**src/hw/axil_sram_pkg.sv**
```systemverilog
package axil_sram_pkg;

  // AXI-Lite side is byte addressed, the SRAM side is word addressed
  localparam int AXIL_ADDR_WIDTH = 8;
  localparam int DATA_WIDTH = 16;
  localparam int STRB_WIDTH = DATA_WIDTH / 8;
  localparam int LSB = 1;
  localparam int SRAM_ADDR_WIDTH = AXIL_ADDR_WIDTH - LSB;

  // channel FIFOs are 4 deep, half full at two entries
  localparam int FIFO_ADDR_WIDTH = 2;

  // writes stop issuing once this many responses are outstanding
  localparam int WR_CREDIT_LIMIT = 2;

  typedef logic [AXIL_ADDR_WIDTH-1:0] axil_addr_t;
  typedef logic [SRAM_ADDR_WIDTH-1:0] sram_addr_t;
  typedef logic [DATA_WIDTH-1:0] data_t;
  typedef logic [STRB_WIDTH-1:0] strb_t;

  // one entry of the write-data FIFO
  typedef struct packed {
    data_t data;
    strb_t strb;
  } w_beat_t;

  typedef logic [1:0] resp_t;

  localparam resp_t RESP_OKAY = 2'b00;

endpackage
```
**src/hw/axil_sram_bridge.sv**
```systemverilog
module axil_sram_bridge (
  input  logic clk,
  input  logic rst_n,

  // AXI-Lite subordinate
  input  axil_sram_pkg::axil_addr_t i_awaddr,
  input  logic                      i_awvalid,
  output logic                      o_awready,
  input  axil_sram_pkg::data_t      i_wdata,
  input  axil_sram_pkg::strb_t      i_wstrb,
  input  logic                      i_wvalid,
  output logic                      o_wready,
  output axil_sram_pkg::resp_t      o_bresp,
  output logic                      o_bvalid,
  input  logic                      i_bready,
  input  axil_sram_pkg::axil_addr_t i_araddr,
  input  logic                      i_arvalid,
  output logic                      o_arready,
  output axil_sram_pkg::data_t      o_rdata,
  output axil_sram_pkg::resp_t      o_rresp,
  output logic                      o_rvalid,
  input  logic                      i_rready,

  // SRAM
  output logic                      o_sram_cmd_valid,
  input  logic                      i_sram_cmd_ready,
  output axil_sram_pkg::sram_addr_t o_sram_cmd_addr,
  output logic                      o_sram_cmd_wr_en,
  output axil_sram_pkg::data_t      o_sram_cmd_wr_data,
  output axil_sram_pkg::strb_t      o_sram_cmd_wr_strb,
  input  logic                      i_sram_resp_rd_valid,
  output logic                      o_sram_resp_rd_ready,
  input  axil_sram_pkg::data_t      i_sram_resp_rd_data
);

  logic                      ar_half_full;
  logic                      ar_empty;
  axil_sram_pkg::sram_addr_t ar_head;
  logic                      ar_pop;

  logic                      aw_half_full;
  logic                      aw_empty;
  axil_sram_pkg::sram_addr_t aw_head;

  axil_sram_pkg::w_beat_t    w_beat_in;
  logic                      w_half_full;
  logic                      w_empty;
  axil_sram_pkg::w_beat_t    w_head;

  logic                      r_half_full;
  logic                      r_empty;

  logic                      wr_pop;
  logic                      wr_issued;
  logic                      wr_credit;

  // reads need space for their data in the R FIFO before they are accepted
  assign o_arready = !ar_half_full && !r_half_full;
  assign o_awready = !aw_half_full;
  // hold off new write data while a b response is stuck
  assign o_wready = !w_half_full && !(o_bvalid && !i_bready);
  assign o_sram_resp_rd_ready = !r_half_full;

  assign w_beat_in = '{data: i_wdata, strb: i_wstrb};

  // the dropped address bit only selects the byte lane
  sync_fifo #(.T(axil_sram_pkg::sram_addr_t)) u_ar_fifo (
    .clk          (clk),
    .rst_n        (rst_n),
    .i_w_inc      (i_arvalid && o_arready),
    .i_w_data     (i_araddr[axil_sram_pkg::AXIL_ADDR_WIDTH-1:axil_sram_pkg::LSB]),
    .o_w_half_full(ar_half_full),
    .i_r_inc      (ar_pop),
    .o_r_empty    (ar_empty),
    .o_r_data     (ar_head)
  );

  sync_fifo #(.T(axil_sram_pkg::sram_addr_t)) u_aw_fifo (
    .clk          (clk),
    .rst_n        (rst_n),
    .i_w_inc      (i_awvalid && o_awready),
    .i_w_data     (i_awaddr[axil_sram_pkg::AXIL_ADDR_WIDTH-1:axil_sram_pkg::LSB]),
    .o_w_half_full(aw_half_full),
    .i_r_inc      (wr_pop),
    .o_r_empty    (aw_empty),
    .o_r_data     (aw_head)
  );

  sync_fifo #(.T(axil_sram_pkg::w_beat_t)) u_w_fifo (
    .clk          (clk),
    .rst_n        (rst_n),
    .i_w_inc      (i_wvalid && o_wready),
    .i_w_data     (w_beat_in),
    .o_w_half_full(w_half_full),
    .i_r_inc      (wr_pop),
    .o_r_empty    (w_empty),
    .o_r_data     (w_head)
  );

  // read data comes back in command order, so the R FIFO keeps AXI order
  sync_fifo #(.T(axil_sram_pkg::data_t)) u_r_fifo (
    .clk          (clk),
    .rst_n        (rst_n),
    .i_w_inc      (i_sram_resp_rd_valid && o_sram_resp_rd_ready),
    .i_w_data     (i_sram_resp_rd_data),
    .o_w_half_full(r_half_full),
    .i_r_inc      (o_rvalid && i_rready),
    .o_r_empty    (r_empty),
    .o_r_data     (o_rdata)
  );

  assign o_rvalid = !r_empty;
  assign o_rresp = axil_sram_pkg::RESP_OKAY;
  assign o_bresp = axil_sram_pkg::RESP_OKAY;

  sram_cmd_arbiter u_arbiter (
    .clk               (clk),
    .rst_n             (rst_n),
    .i_ar_empty        (ar_empty),
    .i_ar_addr         (ar_head),
    .i_rd_room         (!r_half_full),
    .o_ar_pop          (ar_pop),
    .i_aw_empty        (aw_empty),
    .i_aw_addr         (aw_head),
    .i_w_empty         (w_empty),
    .i_w_beat          (w_head),
    .i_wr_credit       (wr_credit),
    .o_wr_pop          (wr_pop),
    .o_wr_issued       (wr_issued),
    .o_sram_cmd_valid  (o_sram_cmd_valid),
    .i_sram_cmd_ready  (i_sram_cmd_ready),
    .o_sram_cmd_addr   (o_sram_cmd_addr),
    .o_sram_cmd_wr_en  (o_sram_cmd_wr_en),
    .o_sram_cmd_wr_data(o_sram_cmd_wr_data),
    .o_sram_cmd_wr_strb(o_sram_cmd_wr_strb)
  );

  write_resp_counter u_bcnt (
    .clk        (clk),
    .rst_n      (rst_n),
    .i_wr_issued(wr_issued),
    .i_bready   (i_bready),
    .o_bvalid   (o_bvalid),
    .o_wr_credit(wr_credit)
  );

endmodule

```
**src/hw/write_resp_counter.sv**
```systemverilog
module write_resp_counter (
  input  logic clk,
  input  logic rst_n,

  input  logic i_wr_issued,
  input  logic i_bready,
  output logic o_bvalid,
  output logic o_wr_credit
);

  // writes taken by the SRAM but not yet acknowledged on the b channel
  logic [axil_sram_pkg::FIFO_ADDR_WIDTH-1:0] count;
  logic [axil_sram_pkg::FIFO_ADDR_WIDTH-1:0] count_next;
  logic                                      b_hs;

  assign b_hs = o_bvalid && i_bready;

  always_comb begin
    count_next = count;
    if (i_wr_issued && !b_hs) begin
      count_next = count + 1'b1;
    end else if (b_hs && !i_wr_issued) begin
      count_next = count - 1'b1;
    end
  end

  always_ff @(posedge clk) begin
    if (!rst_n) begin
      count    <= '0;
      o_bvalid <= 1'b0;
    end else begin
      count    <= count_next;
      o_bvalid <= (count_next != '0);
    end
  end

  // a write already sitting in the command register can still issue after
  // the credit drops, so the count may reach one past the limit
  assign o_wr_credit = (count < axil_sram_pkg::WR_CREDIT_LIMIT);

  // the credit limit keeps the counter inside its range in both directions
  a_no_wrap :
  assert property (@(posedge clk) disable iff (!rst_n)
    !((i_wr_issued && !b_hs && (count == '1)) ||
      (b_hs && !i_wr_issued && (count == '0))));

endmodule

```
**src/hw/sram_cmd_arbiter.sv**
```systemverilog
module sram_cmd_arbiter (
  input  logic clk,
  input  logic rst_n,

  // read request side
  input  logic                      i_ar_empty,
  input  axil_sram_pkg::sram_addr_t i_ar_addr,
  input  logic                      i_rd_room,
  output logic                      o_ar_pop,

  // write request side
  input  logic                      i_aw_empty,
  input  axil_sram_pkg::sram_addr_t i_aw_addr,
  input  logic                      i_w_empty,
  input  axil_sram_pkg::w_beat_t    i_w_beat,
  input  logic                      i_wr_credit,
  output logic                      o_wr_pop,
  output logic                      o_wr_issued,

  // SRAM command port
  output logic                      o_sram_cmd_valid,
  input  logic                      i_sram_cmd_ready,
  output axil_sram_pkg::sram_addr_t o_sram_cmd_addr,
  output logic                      o_sram_cmd_wr_en,
  output axil_sram_pkg::data_t      o_sram_cmd_wr_data,
  output axil_sram_pkg::strb_t      o_sram_cmd_wr_strb
);

  logic can_load;
  logic rd_ok;
  logic wr_ok;
  logic rd_start;
  logic wr_start;

  // set after a write so that the next contested slot goes to a read
  logic pri_rd;

  // the command register is free if empty or if it empties this cycle
  assign can_load = !o_sram_cmd_valid || i_sram_cmd_ready;

  assign rd_ok = !i_ar_empty && i_rd_room;
  assign wr_ok = !i_aw_empty && !i_w_empty && i_wr_credit;

  // each side starts when it is eligible and either holds priority or is uncontested
  assign rd_start = can_load && rd_ok && (pri_rd || !wr_ok);
  assign wr_start = can_load && wr_ok && (!pri_rd || !rd_ok);

  assign o_ar_pop = rd_start;
  assign o_wr_pop = wr_start;

  // counted by the response logic once the SRAM has taken the write
  assign o_wr_issued = o_sram_cmd_valid && i_sram_cmd_ready && o_sram_cmd_wr_en;

  always_ff @(posedge clk) begin
    if (!rst_n) begin
      o_sram_cmd_valid <= 1'b0;
      pri_rd           <= 1'b0;
    end else begin
      if (rd_start || wr_start) begin
        o_sram_cmd_valid <= 1'b1;
      end else if (can_load) begin
        o_sram_cmd_valid <= 1'b0;
      end

      if (rd_start) begin
        pri_rd <= 1'b0;
      end else if (wr_start) begin
        pri_rd <= 1'b1;
      end
    end
  end

  // command fields only matter while valid is high
  always_ff @(posedge clk) begin
    if (rd_start) begin
      o_sram_cmd_addr  <= i_ar_addr;
      o_sram_cmd_wr_en <= 1'b0;
    end else if (wr_start) begin
      o_sram_cmd_addr    <= i_aw_addr;
      o_sram_cmd_wr_en   <= 1'b1;
      o_sram_cmd_wr_data <= i_w_beat.data;
      o_sram_cmd_wr_strb <= i_w_beat.strb;
    end
  end

  // a command the SRAM has not taken yet must not change under it
  a_cmd_stable :
  assert property (@(posedge clk) disable iff (!rst_n)
    (o_sram_cmd_valid && !i_sram_cmd_ready) |=>
      (o_sram_cmd_valid && $stable(o_sram_cmd_addr) && $stable(o_sram_cmd_wr_en) &&
       $stable(o_sram_cmd_wr_data) && $stable(o_sram_cmd_wr_strb)));

  // only one request can own the single SRAM port per slot
  a_one_pop :
  assert property (@(posedge clk) disable iff (!rst_n)
    !(o_ar_pop && o_wr_pop));

endmodule

```
**src/hw/sync_fifo.sv**
```systemverilog
module sync_fifo #(
  parameter type T = logic
) (
  input  logic clk,
  input  logic rst_n,

  input  logic i_w_inc,
  input  T     i_w_data,
  output logic o_w_half_full,

  input  logic i_r_inc,
  output logic o_r_empty,
  output T     o_r_data
);

  // storage is indexed by the low pointer bits, the extra msb separates
  // the full case from the empty case
  T mem[1 << axil_sram_pkg::FIFO_ADDR_WIDTH];

  logic [axil_sram_pkg::FIFO_ADDR_WIDTH:0] w_ptr;
  logic [axil_sram_pkg::FIFO_ADDR_WIDTH:0] r_ptr;
  logic [axil_sram_pkg::FIFO_ADDR_WIDTH:0] count;
  logic                                    full;

  assign count = w_ptr - r_ptr;
  assign full = count[axil_sram_pkg::FIFO_ADDR_WIDTH];

  assign o_r_empty = (w_ptr == r_ptr);
  assign o_w_half_full = (count >= (1 << (axil_sram_pkg::FIFO_ADDR_WIDTH - 1)));

  always_ff @(posedge clk) begin
    if (!rst_n) begin
      w_ptr <= '0;
      r_ptr <= '0;
    end else begin
      if (i_w_inc) begin
        w_ptr <= w_ptr + 1'b1;
      end
      if (i_r_inc) begin
        r_ptr <= r_ptr + 1'b1;
      end
    end
  end

  always_ff @(posedge clk) begin
    if (i_w_inc) begin
      mem[w_ptr[axil_sram_pkg::FIFO_ADDR_WIDTH-1:0]] <= i_w_data;
    end
  end

  // the head is read straight from the array, so a write shows up on the
  // next cycle
  assign o_r_data = mem[r_ptr[axil_sram_pkg::FIFO_ADDR_WIDTH-1:0]];

  // the ready logic upstream relies on half full, so the FIFO must never
  // actually overflow
  a_no_overflow :
  assert property (@(posedge clk) disable iff (!rst_n)
    i_w_inc |-> !full);

  // the consumer may only pop when it has seen the FIFO non-empty
  a_no_underflow :
  assert property (@(posedge clk) disable iff (!rst_n)
    i_r_inc |-> !o_r_empty);

endmodule

```
**config.mk**
```make
export PLATFORM = sky130hd
export DESIGN_NAME = axil_sram_bridge
export DESIGN_NICKNAME = d
export VERILOG_FILES = /design/src/hw/axil_sram_pkg.sv /design/src/hw/axil_sram_bridge.sv /design/src/hw/write_resp_counter.sv /design/src/hw/sram_cmd_arbiter.sv /design/src/hw/sync_fifo.sv
export SDC_FILE = /design/constraint.sdc
export NUM_CORES = 1
export LEC_CHECK = 0
export ABC_AREA = 1
export BUFFER_PORTS_ARGS = -buffer_cell sky130_fd_sc_hd__buf_4
export CORE_MARGIN = 5
export CORE_UTILIZATION = 53
export CTS_CLUSTER_SIZE = 20
export DETAILED_ROUTE_END_ITERATION = 8
export HOLD_SLACK_MARGIN = 0.15
export PLACE_DENSITY = 0.74
export SYNTH_ARGS = -nofsm -noshare
export SYNTH_HDL_FRONTEND = slang
export SYNTH_SLANG_ARGS = --single-unit
```
**constraint.sdc**
```tcl
create_clock -name clk -period 2.6 [get_ports clk]
set_clock_uncertainty 0.15 [all_clocks]
set_input_delay 0.26 -clock clk [delete_from_list [all_inputs] [get_ports clk]]
set_output_delay 0.26 -clock clk [all_outputs]
set_load 0.01 [all_outputs]
```
# ---- Word level (Yosys, flattened, before mapping)
# Memory sizes are Yosys's and may differ from the RTL's. A register that Yosys moved wholly into a read port is not among the register bits.
# Cells that the tools add are included.
dict set report word_totals {
  reg_bits 37
  ramBits 192
  output_inout_bits 53
  elab_cells 108
  memories 4
}
# memory words width read_ports rd_clocked_by_memory_dff wr line_no
set mem_list {}
lappend mem_list {u_w_fifo.mem 4 18 1 1 1 sync_fifo.sv:18} ;# T mem[1 << axil_sram_pkg::FIFO_ADDR_WIDTH];
lappend mem_list {u_r_fifo.mem 4 16 1 1 1 sync_fifo.sv:18}
lappend mem_list {u_ar_fifo.mem 4 7 1 1 1 sync_fifo.sv:18}
lappend mem_list {u_aw_fifo.mem 4 7 1 1 1 sync_fifo.sv:18}
dict set report op_classes {
  add_sub_neg 14
  magnitude_cmp 5
  n_eq_ne 4
  mux 20
  bitwise 2
  reduce_logical 45
}
# cell n
set op_table {}
lappend op_table {{3-bit by 1-bit adder with 3-bit output (second input constant)} 8}
lappend op_table {{1-bit logical AND} 20}
lappend op_table {{1-bit zero test} 16}
lappend op_table {{2-bit two-way mux} 8}
lappend op_table {{7-bit two-way mux} 2}
lappend op_table {{3-bit equality test} 4}
lappend op_table {{3-bit by 2-bit greater-or-equal comparator with 1-bit output (second input constant)} 4}
lappend op_table {{3-bit subtractor} 4}
lappend op_table {{1-bit two-way mux} 10}
lappend op_table {{2-bit nonzero test} 3}
lappend op_table {{1-bit logical OR} 4}
lappend op_table {{2-bit by 1-bit adder with 2-bit output (second input constant)} 1}
lappend op_table {{2-bit < comparator (second input constant)} 1}
lappend op_table {{1-bit inverter} 2}
lappend op_table {{2-bit AND reduction} 1}
lappend op_table {{2-bit OR reduction} 1}
lappend op_table {{2-bit by 1-bit subtractor with 2-bit output (second input constant)} 1}

# ---- Depth between registers and ports, before layout
# Gate-level depths: netlist of the first run.
dict set report depth {
  depth_word 9
  ltp_mapped 13
  mapped_depth_nobuf 12
}

# ---- Hierarchy
# From an unflattened synthesis of the first run, not the netlist that was laid out.
dict set report hier_totals {
  hier_cells 1064
  area_unflattened_um2 11129.4
}
# module instances cells_each area_each_um2 seq_area_each_um2
set modules_own_cells {}
lappend modules_own_cells {{sync_fifo at u_w_fifo} 1 322 3440.8 2322.2}
lappend modules_own_cells {{sync_fifo at u_ar_fifo ...} 2 161 1632.8 1001.0}
lappend modules_own_cells {{sync_fifo at u_r_fifo} 1 293 3110.5 2082.0}
lappend modules_own_cells {sram_cmd_arbiter 1 79 1037.2 810.8}
lappend modules_own_cells {write_resp_counter 1 25 162.7 60.1}
lappend modules_own_cells {axil_sram_bridge 1 23 112.6 0.0}

# ---- Least setup slack after synthesis of the first run
# Ideal clock, no wire load.
dict set report synth_path {
  path_type {flip-flop to flip-flop}
  from {register u_w_fifo.w_ptr[0] in the netlist's numbering}
  to {memory u_w_fifo.mem[3][0] in the netlist's numbering, enable pin}
  setup_time_ns 0.394
  arrival_time_ns 2.266
  setup_slack_ns -0.210
  path_stages_with_launch 9
  n_path_buf 0
  synth_period_minus_slack_ns 2.810
  cell_sequence {dfxtp_1 > inv_1 > ha_1 > fa_1 > inv_1 > nand3_1 > nand2_1 > nand4_1 > nor2_1}
}
dict set report synth_via {
  elab_chain_cells 7
}
# element line_no
set synth_rtl {}
lappend synth_rtl {{from (decl)} sync_fifo.sv:20} ;# logic [axil_sram_pkg::FIFO_ADDR_WIDTH:0] w_ptr;
lappend synth_rtl {{from (signal assigned)} sync_fifo.sv:37} ;# w_ptr <= w_ptr + 1'b1;
lappend synth_rtl {{3-bit subtractor} sync_fifo.sv:25} ;# assign count = w_ptr - r_ptr;
lappend synth_rtl {{3-bit by 2-bit greater-or-equal comparator with 1-bit output} sync_fifo.sv:29} ;# assign o_w_half_full = (count >= (1 << (axil_sram_pkg::FIFO_ADDR_WIDTH - 1)));
lappend synth_rtl {{1-bit zero test} axil_sram_bridge.sv:61} ;# assign o_wready = !w_half_full && !(o_bvalid && !i_bready);
lappend synth_rtl {{1-bit logical AND} axil_sram_bridge.sv:61}
lappend synth_rtl {{1-bit logical AND} axil_sram_bridge.sv:92} ;# .i_w_inc (i_wvalid && o_wready),
lappend synth_rtl {{1-bit two-way mux} sync_fifo.sv:46} ;# if (i_w_inc) begin
lappend synth_rtl {{1-bit two-way mux (implied by the code)} sync_fifo.sv:47} ;# mem[w_ptr[axil_sram_pkg::FIFO_ADDR_WIDTH-1:0]] <= i_w_data;
lappend synth_rtl {{to (decl)} sync_fifo.sv:18}
# Several ways; a longest one is shown, not always the timed one.

# ---- Worst setup path after layout of the first run
dict set report layout_path {
  from {register u_aw_fifo.w_ptr[1] in the netlist's numbering}
  to {output port o_awready}
}
dict set report layout_via {
  elab_chain_cells 3
}
# element line_no
set layout_rtl {}
lappend layout_rtl {{from (decl)} sync_fifo.sv:20}
lappend layout_rtl {{from (signal assigned)} sync_fifo.sv:37}
lappend layout_rtl {{3-bit subtractor} sync_fifo.sv:25}
lappend layout_rtl {{3-bit by 2-bit greater-or-equal comparator with 1-bit output} sync_fifo.sv:29}
lappend layout_rtl {{1-bit zero test} axil_sram_bridge.sv:59} ;# assign o_awready = !aw_half_full;
lappend layout_rtl {{to (decl)} axil_sram_bridge.sv:8} ;# output logic o_awready,
# No other way between the ends.

==> reports/qor.yml, run 1 <==
wl_per_cell_um: 16.4
final_cell_mix: "edfxtp_1 (217), nor2_1 (152), buf_4 (133)"
hp-start: "i_wdata[0]"
grt_first_pass_wirelength_mm: 32.8
antenna_found_initial: 0
stdcell_count: 1266
r2r-start: "u_r_fifo.w_ptr[0]"
max_cap_viol_count: 0
layout_setup_ws_ns: 0.105
drt_iter0_drc: 426
worstSetupPathType: "reg2out"
clock_sinks: 253
reg2reg_to: "u_arbiter.o_sram_cmd_wr_strb[0]"
critPathArrivalTime_ns: 2.08
dp_hpwl_mm: 12.4
setup-violations-final: 0
avgSynthCellArea_um2: 12.4
yosysUniqueCellTypes: 32
yosysSeqAreaShare_pct: 71.4
finalHoldViolCount: 0
die_h_um: 148
synth_area_um2: 10100
gp_congestion: 0.763
p_per_area_nw_per_um2: 1220
syn_inst: 816
via_count: 6604
hold_class: "in2reg"
port_buffers: 105
synth_warnings: 0
synth_edf_count: 217
vdd_drop_max_mv: 0.879
worst_pin_slew_ns: 0.543
diodes: 0
dp_slack_ns: 0.0479
final_design_area_no_fill_um2: 12900
nets: 1103
rsz0062_at_grt: "false"
clk_pin_slew_ns: 0.06
period_minus_slack_ns: 2.49
layout_commonest_cell: "edfxtp_1"
coreArea_um2: 18800
worst_setup_path_end_kind: "primary output"
grt_pass1_vias: 6474
fin_total_pwr_mw: 15.8
required_ns: 2.19
ys_seq_elements: 253
die_area_um2: 22000
r2r_slack_ns: 0.15
drtPass1Iterations: 5
worstHoldPathCells: 2
clk_latency_ns: 0.51
slew_headroom_pct: 63.7
antenna_left: 0
grtUsageTotal_pct: 18.5
start_util_pct: 54.0
cts_root_buffer: "clkbuf_16"
grt-ovfl-total: 0
route.detailed.drc: 0
io_pins: 112
placementRows: 50
drt_wl_total_mm: 20.7
ctsLongestPathBuffers: 3
die_w_um: 148
async_flop_share_pct: 0
cts_tree: "yes"
grt_max_degree: 40
cp_max_fo: 4
ff2ff_path_depth: 7
placed_cells: 1156
htree_levels: 1
place_area_um2: 11400
synth_ff_type: "edfxtp_1"
viasPerCell: 5.22
hold_slack_ns: 0.338
finalCritPeriodShare_pct: 95.9
cts_buffers: 26
power.leakage_nw: 4.89
fmax_mhz: 401
crit_path_start_kind: "register"
drive_gt1_share_pct: 20.3
area_growth_pct: 27.4
whs_endpoint: "u_w_fifo.mem[0][2]"
slew_violations: 0
status: "finished clean"
==> per-stage QoR <==
stage	TNS (ns)	util (%)
after floorplan	-11.08	-
after global placement	0	60.8
after detailed placement	0	60.8
after CTS	-0.0119	68.4
after global routing	0	68.8
final	0	68.8
==> synthesized netlist by cell type (2+ instances only) <==
cell / instances / area share (%)
edfxtp_1: 217 / 64
nand3b_1: 2 / 0.15
nand2_2: 5 / 0.31
a21oi_1: 13 / 0.64
nor2_1: 159 / 5.9
inv_1: 61 / 2.3
dfxtp_1: 36 / 7.1
inv_2: 4 / 0.15
o32ai_1: 14 / 1.2
fa_1: 4 / 0.79
o22ai_1: 34 / 2.1
xor2_1: 7 / 0.61
buf_4: 4 / 0.30
nor3b_1: 2 / 0.15
nor2_2: 3 / 0.19
nand3_1: 21 / 1.0
nand4_1: 3 / 0.19
clkbuf_1: 24 / 0.89
ha_1: 28 / 3.5
nand2_1: 64 / 2.4
o21ai_0: 99 / 4.9
nand3_4: 2 / 0.35
==> critical path: stages (launching register included) <==
cell     delay (ns)
dfxtp_1        0.41
inv_1          0.15
fa_1           0.42
and3_1         0.22
nor3b_2        0.22
buf_4          0.16
==> per-layer routing <==
metal,vias to the layer above,routed length (um),global-route usage (%),share of wire [%]
met5,-,0,0,0
met4,0,350,4.48,1.7
met3,28,1180,3.32,5.7
met2,191,10400,32.6,50
met1,3121,8820,24.1,43
li1,3264,-,-,-
==> logic make-up after synthesis <==
group | count (synthesis) | synth area share (%)
and+or+nand+nor | 265 | 11.0
DFF | 253 | 71.4
AOI/OAI and AO/OA | 161 | 8.90
buffers and inverters | 97 | 3.83
adders and majority gates | 32 | 4.25
xor gates and xnor gates | 7 | 0.605
other | 1 | 0.0370
==> layout make-up <==
type | count | area (um2)
Fill cell | 1286 | 5860
Inverter | 66 | 248
Clock inverter | 10 | 130
Clock buffer | 38 | 737
Tap cell | 234 | 293
Multi-Input combinational cell | 469 | 2560
Timing Repair Buffer | 196 | 1700
Sequential cell | 253 | 7240
==> sequential cells by signal, summed over array words and instances, names as in the netlist, 7 cells and up, named ones only <==
signal                        flops
u_ar_fifo.mem                    28
u_r_fifo.mem                     64
u_w_fifo.mem                     72
u_aw_fifo.mem                    28
u_arbiter.o_sram_cmd_addr         7
u_arbiter.o_sram_cmd_wr_data     16
==> how the worst max path moves through the flow <==
| stage | from | depth (start not counted) | to | slack [ns] |
|---|---|---|---|---|
| finish | u_aw_fifo.w_ptr[1] | 5 | o_awready | 0.11 |
| global route | u_r_fifo.w_ptr[0] | 8 | o_sram_resp_rd_ready | 0.003 |
| CTS | u_r_fifo.w_ptr[0] | 6 | o_arready | -0.01 |
| detailed placement | u_w_fifo.w_ptr[0] | 9 | u_w_fifo.mem[1][17] | 0.05 |
| global placement | u_w_fifo.w_ptr[0] | 9 | u_w_fifo.mem[0][16] | 0.15 |
| floorplan | u_w_fifo.w_ptr[0] | 8 | u_w_fifo.mem[0][0] | -0.21 |
==> where the power goes <==
group	internal (mW)	total (mW)	switching, mW
clock network	2.27	3.72	1.46
registers	5.63	6.02	0.397
logic	2.39	6.02	3.63
total	10.3	15.8	5.48
==> timing repair <==
item	CTS	global route
hold endpoints to repair	224	0
hold buffers	56	0
buffers inserted	0	6
resized for setup	4	10
pin swaps	0	6
endpoints found under the setup margin	4	76
No activity file was read; power rests on OpenSTA's default activity.
==> run 2, diff against run 1 <==
--- a/config.mk
+++ b/config.mk
@@ -8,11 +8,13 @@
 export ABC_AREA = 1
 export BUFFER_PORTS_ARGS = -buffer_cell sky130_fd_sc_hd__buf_4
 export CORE_MARGIN = 5
-export CORE_UTILIZATION = 53
+export CORE_UTILIZATION = 55
+export CTS_BUF_LIST = sky130_fd_sc_hd__clkbuf_4 sky130_fd_sc_hd__clkbuf_8
 export CTS_CLUSTER_SIZE = 20
 export DETAILED_ROUTE_END_ITERATION = 8
+export GPL_TIMING_DRIVEN = 0
 export HOLD_SLACK_MARGIN = 0.15
-export PLACE_DENSITY = 0.74
+export PLACE_DENSITY = 0.77
 export SYNTH_ARGS = -nofsm -noshare
 export SYNTH_HDL_FRONTEND = slang
 export SYNTH_SLANG_ARGS = --single-unit
==> run 2 against run 1 <==
Effect of this change: routed wire length rose by 9.7%; non-clock buffer count rose by 17; via count rose by 4.9%; count of clock-buffer cells in the layout rose by 14; first-iteration DRC count rose by 1.6%; flip-flop and latch count did not move; utilization rose by 4.0 points; sequential share of layout area fell by 0.87 points; total power rose by 2.5%; register-to-register slack improved by 0.02 ns; critical path type unchanged; largest cell class unchanged; highest routed layer unchanged.
==> reports/qor.yml, run 2 (synthesis gave the netlist of run 1 again) <==
status: "finished clean"
antenna_found_initial: 0  # unchanged
drtPass1Iterations: 4  # -1
die_w_um: 146  # -1.7%
viasPerCell: 5.32  # +1.9%
finalHoldViolCount: 0  # unchanged
slew_headroom_pct: 61.1  # -2.6 points
drive_gt1_share_pct: 23.6  # +3.2 points
via_count: 6926  # +4.9%
fin_util_pct: 72.8  # +4.0 points
power.leakage_nw: 4.94  # +1.0%
slew_violations: 0  # unchanged
wl_per_cell_um: 17.4  # +6.6%
die_area_um2: 21200  # -3.4%
coreArea_um2: 18000  # -4.0%
worst_setup_path_end_kind: "primary output"
grtUsageTotal_pct: 20.8  # +2.3 points
whs_endpoint: "u_w_fifo.mem[0][7]"
gp_congestion: 0.765  # +0.26%
fmax_mhz: 396  # -1.2%
placementRows: 49  # -2.0%
io_pins: 112  # unchanged
path_buf_inv: 2  # unchanged
clk_latency_ns: 0.53  # +0.02 ns
nets: 1134  # +2.8%
vdd_drop_max_mv: 0.842  # -4.1%
route.detailed.drc: 0  # unchanged
grt_pass1_vias: 7126  # +10%
p_per_area_nw_per_um2: 1230  # +0.88%
drt_iter0_drc: 433  # +1.6%
clk_pin_slew_ns: 0.06  # about the same
hp-start: "i_wdata[5]"
antenna_left: 0  # unchanged
grt-ovfl-total: 0  # unchanged
critPathArrivalTime_ns: 2.11  # +0.03 ns
r2r-start: "u_ar_fifo.w_ptr[0]"
worstHoldPathCells: 2  # unchanged
clock_sinks: 253  # unchanged
period_minus_slack_ns: 2.52  # +0.0300 ns
worst_pin_slew_ns: 0.583  # +0.0394 ns
critical_path.cell_chain: "inv_2, ha_1, fa_2, nand3_2, nor2_4, buf_6"
die_h_um: 146  # -1.7%
reg2reg_to: "u_ar_fifo.mem[0][5]"
cp_max_fo: 4  # unchanged
placed_cells: 1156  # unchanged
cpPeakStageDelay_ns: 0.55  # +0.13 ns
max_cap_viol_count: 0  # unchanged
largest_register_ffs: 72  # unchanged
diodes: 0  # unchanged
finalCritPeriodShare_pct: 97.1  # +1.2 points
stdcell_count: 1303  # +2.9%
crit_path_start_kind: "register"
start_util_pct: 56.2  # +2.2 points
r2r_slack_ns: 0.17  # +0.02 ns
area_growth_pct: 29.4
hold_class: "in2reg"
port_buffers: 105  # unchanged
hold_slack_ns: 0.322  # -0.0164 ns
cts_tree: "yes"
cts_buffers: 40  # +54%
cp_slowest_cell: "fa_2"
final_cell_mix: "edfxtp_1 (217), nor2_1 (142), buf_4 (119)"
setup-violations-final: 0  # unchanged
grt_first_pass_wirelength_mm: 35.8  # +9.3%
htree_levels: 2  # +1
cts_root_buffer: "clkbuf_8"
dp_hpwl_mm: 13.7  # +9.9%
layout_commonest_cell: "edfxtp_1"
drt_wl_total_mm: 22.7  # +9.7%
crit_family: "adder cells"
fin_tns_setup_ns: 0  # unchanged
grt_max_degree: 24  # -40%
ff2ff_path_depth: 7  # unchanged
ctsLongestPathBuffers: 3  # unchanged
worstSetupPathType: "reg2out"
required_ns: 2.19  # about the same
-- run 2: changes by cell type in the layout (fill, tap and decap cells not counted), sizes merged --
cell         previous run  this run
dlygate4sd3            56        58
buf                   140       132
clkinvlp                1         4
inv                    66        63
clkbuf                 38        75
clkinv                  6        17
-- run 2: how the worst max path moves through the flow --
stage	cells after the start	from	end
2_1_floorplan	8	u_w_fifo.w_ptr[0]	u_w_fifo.mem[0][0]
4_1_cts	7	u_aw_fifo.w_ptr[0]	u_aw_fifo.mem[3][4]
5_1_grt	6	u_ar_fifo.w_ptr[0]	o_arready
3_5_place_dp	11	u_w_fifo.r_ptr[1]	u_arbiter.o_sram_cmd_wr_data[15]
6_report	6	u_ar_fifo.w_ptr[0]	o_arready
3_3_place_gp	8	u_w_fifo.w_ptr[0]	u_w_fifo.mem[0][7]
-- run 2: layout make-up --
type	count	area, um2
buffer	30	141
clock buffer	52	666
clock inverter	21	183
fill	1135	4910
inverter	66	264
multi-input combinational	469	2690
sequential	253	7240
tap	229	287
timing repair buffer	183	1640
-- run 2: routing by layer --
metal  GRT usage, %  wire, um  vias up
li1               -         -     3346
met4           7.23       565        0
met5              0         0        -
met2           36.0     11400      229
met3           4.83      1440       48
met1           25.7      9300     3303
-- run 2: timing repair --
| item | CTS | global route |
|---|---|---|
| setup endpoints to repair | 240 | 96 |
| buffers inserted | 14 | 3 |
| gates resized for setup | 28 | 30 |
| endpoints found under the hold margin | 224 | 0 |
| pin swaps | 11 | 6 |
| hold buffers | 59 | 0 |
-- run 2: power breakdown --
part	internal, mW	total, mW	switching (mW)
Sequential	5.63	6.04	0.410
Combinational	2.56	6.59	4.03
Clock	1.99	3.52	1.54
-- run 2: metrics by stage --
| stage | instance area, um2 | power [mW] | worst slack, ns |
|---|---|---|---|
| after floorplan | 10200 | 9.51 | -0.205 |
| after global routing | 13100 | 17.1 | -0.0134 |
| after global placement | 11200 | 11.6 | -0.937 |
| final | 13100 | 16.2 | 0.0753 |
| after CTS | 13000 | 15.8 | -0.154 |
| after detailed placement | 11300 | 11.8 | -0.826 |
